**config.mk**
```make
export PLATFORM = sky130hd
export DESIGN_NAME = rot_regs
export DESIGN_NICKNAME = d
export VERILOG_FILES = /design/src/rot_pkg.sv /design/src/rot_regs.sv
export VERILOG_INCLUDE_DIRS = /design/src /design/src/src
export SDC_FILE = /design/constraint.sdc
export NUM_CORES = 1
export LEC_CHECK = 0
export BUFFER_PORTS_ARGS = -buffer_cell sky130_fd_sc_hd__buf_2
export CAP_MARGIN = 5
export CORE_AREA = 2 2 48 50
export DETAILED_ROUTE_END_ITERATION = 10
export DIE_AREA = 0 0 50 52
export GPL_ROUTABILITY_DRIVEN = 0
export PLACE_DENSITY = 0.71
export SYNTH_ARGS = -nofsm -noshare
export SYNTH_HDL_FRONTEND = slang
export SYNTH_SLANG_ARGS = --single-unit
```
**constraint.sdc**
```tcl
create_clock -name i_clk -period 1.4 [get_ports i_clk]
set_input_delay 0.07 -clock i_clk [delete_from_list [all_inputs] [get_ports i_clk]]
set_output_delay 0.07 -clock i_clk [all_outputs]
set_load 0.05 [all_outputs]
```
**src/rot_cfg.svh**
```systemverilog
`ifndef ROT_CFG_SVH
`define ROT_CFG_SVH

////////////////////////////////////////////////////////////
// sprite geometry
////////////////////////////////////////////////////////////

`define IMAGE_SIZE  32   // sprite edge in pixels, a power of two.
`define COOR_WIDTH  5    // bits of one pixel coordinate.
`define COLOR_WIDTH 8    // colour code width, code 0 is transparent.

////////////////////////////////////////////////////////////
// rotation
////////////////////////////////////////////////////////////

// angles are signed binary angle units, one unit is 1/512 of a turn.
`define ANG_WIDTH   9

`define ROT_STAGES  8    // cordic micro-rotation stages.
`define CORDIC_FRAC 6    // fraction bits of the rotator datapath.

`endif

```
**src/rot_pkg.sv**
```systemverilog
`include "rot_cfg.svh"

package rot_pkg;

    typedef logic [`COOR_WIDTH-1:0] coor_t;          // unsigned pixel coordinate.
    typedef logic [`COLOR_WIDTH-1:0] color_t;        // colour code, zero is transparent.
    typedef logic signed [`ANG_WIDTH-1:0] angle_t;   // 1/512 turn per unit.

    typedef enum logic {
        OP_WRITE = 1'b0,
        OP_START = 1'b1
    } cmd_op_e;

    typedef enum logic {
        ST_IDLE = 1'b0,
        ST_RUN  = 1'b1
    } ctl_state_e;

    typedef struct packed {
        cmd_op_e op;
        coor_t   h;
        coor_t   v;
        color_t  color;     // used by OP_WRITE only.
        angle_t  angle;     // used by OP_START only.
    } rot_cmd_t;

    typedef struct packed {
        coor_t  dst_h;
        coor_t  dst_v;
        coor_t  src_h;
        coor_t  src_v;
        color_t color;
        logic   opaque;
        logic   out_of_range;
    } pix_out_t;

    typedef struct packed {
        logic   en;
        coor_t  h;
        coor_t  v;
        color_t color;
    } sprite_wr_t;

endpackage

```
**src/rot_regs.sv**
```systemverilog
`timescale 1ns/1ns

module rot_regs (
    input  logic                i_clk,
    input  logic                i_rst_n,
    input  rot_pkg::rot_cmd_t   i_cmd,
    input  logic                i_cmd_valid,
    output logic                o_cmd_ready,
    output rot_pkg::sprite_wr_t o_sprite_wr,
    output rot_pkg::angle_t     o_angle,
    output logic                o_start,
    input  logic                i_frame_done,
    output logic                o_busy
);

    rot_pkg::ctl_state_e state_r;
    rot_pkg::angle_t     angle_r;
    logic                start_r;
    logic                cmd_fire;
    logic                start_fire;

    assign o_cmd_ready = (state_r == rot_pkg::ST_IDLE);   // commands wait while a frame runs.
    assign cmd_fire    = i_cmd_valid && o_cmd_ready;
    assign start_fire  = cmd_fire && (i_cmd.op == rot_pkg::OP_START);

    // the write strobe reaches the memory in the same cycle as the command.
    always_comb begin
        o_sprite_wr.en    = cmd_fire && (i_cmd.op == rot_pkg::OP_WRITE);
        o_sprite_wr.h     = i_cmd.h;
        o_sprite_wr.v     = i_cmd.v;
        o_sprite_wr.color = i_cmd.color;
    end

    ////////////////////////////////////////////////////////////
    // control fsm
    ////////////////////////////////////////////////////////////

    always_ff @(posedge i_clk or negedge i_rst_n) begin
        if (!i_rst_n) begin
            state_r <= rot_pkg::ST_IDLE;
            start_r <= 1'b0;
            angle_r <= '0;
        end else begin
            start_r <= start_fire;                 // one cycle pulse after the accept.
            if (start_fire) begin
                angle_r <= i_cmd.angle;
            end
            case (state_r)
                rot_pkg::ST_IDLE: if (start_fire) state_r <= rot_pkg::ST_RUN;
                rot_pkg::ST_RUN:  if (i_frame_done) state_r <= rot_pkg::ST_IDLE;
                default:          state_r <= rot_pkg::ST_IDLE;
            endcase
        end
    end

    assign o_start = start_r;
    assign o_angle = angle_r;
    assign o_busy  = (state_r == rot_pkg::ST_RUN);

endmodule

```
==> reports/metrics.cfg <==
[outcome]
status = finished, final reports clean

[critical_path]
reg2reg_depth = 2
endpoint = o_sprite_wr[18]
cp-startpoint = o_busy
crit_type = flip-flop to output port
ff2ff_setup_slack_ns = 0.23
startpoint_type = flip-flop
cp-end-kind = output port
r2r_start = o_busy
arrival_ns = 1.14
r2r_end = o_angle[5]
worstPathRequired_ns = 1.33
crit_fanout = 4

[synthesis]
syn_nets = 76
synthCells = 44
synth-adder-area-share_pct = 0
synth_mux_area_share_pct = 22.2
netlist_area_um2 = 593
ys_warn_count = 0
ys_seq_area_share_pct = 46.4
ys_types = 9
synthSimpleGateAreaFrac_pct = 4.64
synth_top_family_by_area = buffers and inverters
synth_top_area_share_pct = 46.4
yosysTopAreaCell = dfrtp_1
syn_area_per_cell_um2 = 13.5
synthTopCellsByArea = dfrtp_1, buf_4, mux2_4
synth-compound-area-share_pct = 0.844
synth_xor_area_share_pct = 0
synth-seq-cells = 11

[finish]
syn_to_final_growth_pct = 12.0
fin_area_um2 = 664
fillers = 224
ff_latch_area_um2 = 277
multi_input_area_um2 = 169
final_common_cell = buf_2
final_cell_mix = buf_2, dfrtp_1, mux2_4
drive_gt1_share_pct = 71.9
antenna_cells = 0
final_net_count = 90

[timing]
finalSetupTns_ns = 0
max_freq_mhz = 825
final_max_slew_viol_count = 0
worst_slew_pin_slew_ns = 0.258
timing.final.crit_period_ns = 1.21
timing.slew.headroom_pct = 82.8
finalSetupViolCount = 0
hold_viol = 0
clock_skew_ns = 0.00141
rsz0062_at_grt = false
fin_crit_sh_pct = 86.6

[detailed_routing]
via_per_inst = 4.04
antenna_left = 0
wl_um = 1020
drtIter0Drc = 2
routed-via-count = 343
drcViolationCount = 0
drtPass1Iterations = 2
wl_per_cell_um = 11.9

[global_route]
antenna_found_initial = 0
gr-total-overflow = 0
grt_first_pass_wirelength_um = 1540
grt_max_degree = 12
track_usage_pct = 8.55
first_global_vias = 340

[clock_network]
path_clk_slew_ns = 0.07
root_buffer = clkbuf_4
cts_tree = yes
cts_buffers = 3
clk_latency_ns = 0.26
clockBufferDepth = 2
cts.sink_count = 11
htree_levels = 1

[pwr]
irDropWorstVdd_mv = 0.476
power_mw = 1.09
cellPowerDensity_mw_per_mm2 = 1630
p_leak_nw = 0.368

[floorplanning]
die_area_mm2 = 0.00260
design.portCount = 63
start_util_pct = 28.2
die_w_um = 50
fp.dieH_um = 52
core.rowCount = 17
core_mm2 = 0.00211

[placed_design]
place_hpwl_um = 773
port_buffers = 26
postPlaceCellArea_um2 = 618

[run]
cap_viol_max_count = 0

[hold_path]
hp-class = primary input to flip-flop

report_power, final:
group	internal (mW)	switching, mW	leakage (nW)	total, mW
Clock	0.110	0.107	0.0150	0.217
Combinational	0.144	0.307	0.223	0.452
Sequential	0.381	0.0353	0.130	0.416
Total	0.635	0.450	0.368	1.09
metrics by stage:
step | setup slack, ns | util, % | cells | hold WS, ns
floorplan | 0.102 | - | 44 | -0.226
global placement | 0.260 | 29.4 | 79 | -0.0553
detailed placement | 0.216 | 29.4 | 79 | -0.0369
CTS | 0.169 | 31.6 | 85 | 0.0145
global route | 0.110 | 31.6 | 85 | 0.0200
finish | 0.188 | 31.6 | 85 | 0.0297
kinds of logic (layout without fill, tap and decap cells):
group	after synthesis	count (layout)
buffers and inverters	21	34
DFF	11	11
muxes	9	9
and+or+nand+nor	2	2
AOI/OAI and AO/OA	1	1
worst min-delay path by stage:
stage | from | end | slack, ns | depth (start not counted)
6_report | i_cmd[6] | o_angle[6] | 0.03 | 2
5_1_grt | i_cmd[8] | o_angle[8] | 0.02 | 2
4_1_cts | i_cmd[4] | o_angle[4] | 0.01 | 2
3_5_place_dp | i_rst_n | o_angle[7] | -0.04 | 1
3_3_place_gp | i_rst_n | o_angle[7] | -0.06 | 1
2_1_floorplan | i_rst_n | o_angle[0] | -0.23 | 0
final cells by class:
class / count / share of cell area (%)
Sequential cell: 11 / 41.6
Timing Repair Buffer: 28 / 22.6
Tap cell: 28 / 5.27
Multi-Input combinational cell: 12 / 25.4
Inverter: 2 / 1.13
Clock buffer: 4 / 3.95
critical path: stages, from the launching register on:
cell and delay, ns:
dfrtp_2 0.43, nor3b_2 0.17, buf_2 0.28
registers in the layout, summed over array words and instances (netlist names):
name and flops:
o_angle 9, o_busy 1, o_start 1
cell usage after synthesis:
master and instances:
nand3b_4 1, dfrtp_1 11, buf_6 1, nor3b_1 1
inv_1 2, buf_4 18, mux2_4 8, mux2_2 1
o21ai_0 1
routing by layer:
layer,wire [um],track usage [%],part of all wire (%),up-vias
li1,-,-,-,152
met1,396,9.40,39,165
met2,493,12.3,49,24
met3,122,3.74,12,2
met4,2,7.87,0.20,0
met5,0,0,0,-
what timing repair did:
action                    CTS  global route
hold endpoints to repair   12             0
gates resized for setup     0             0
setup buffers               0             0
hold buffers                2             0
Power figures use the tool's default switching activity.
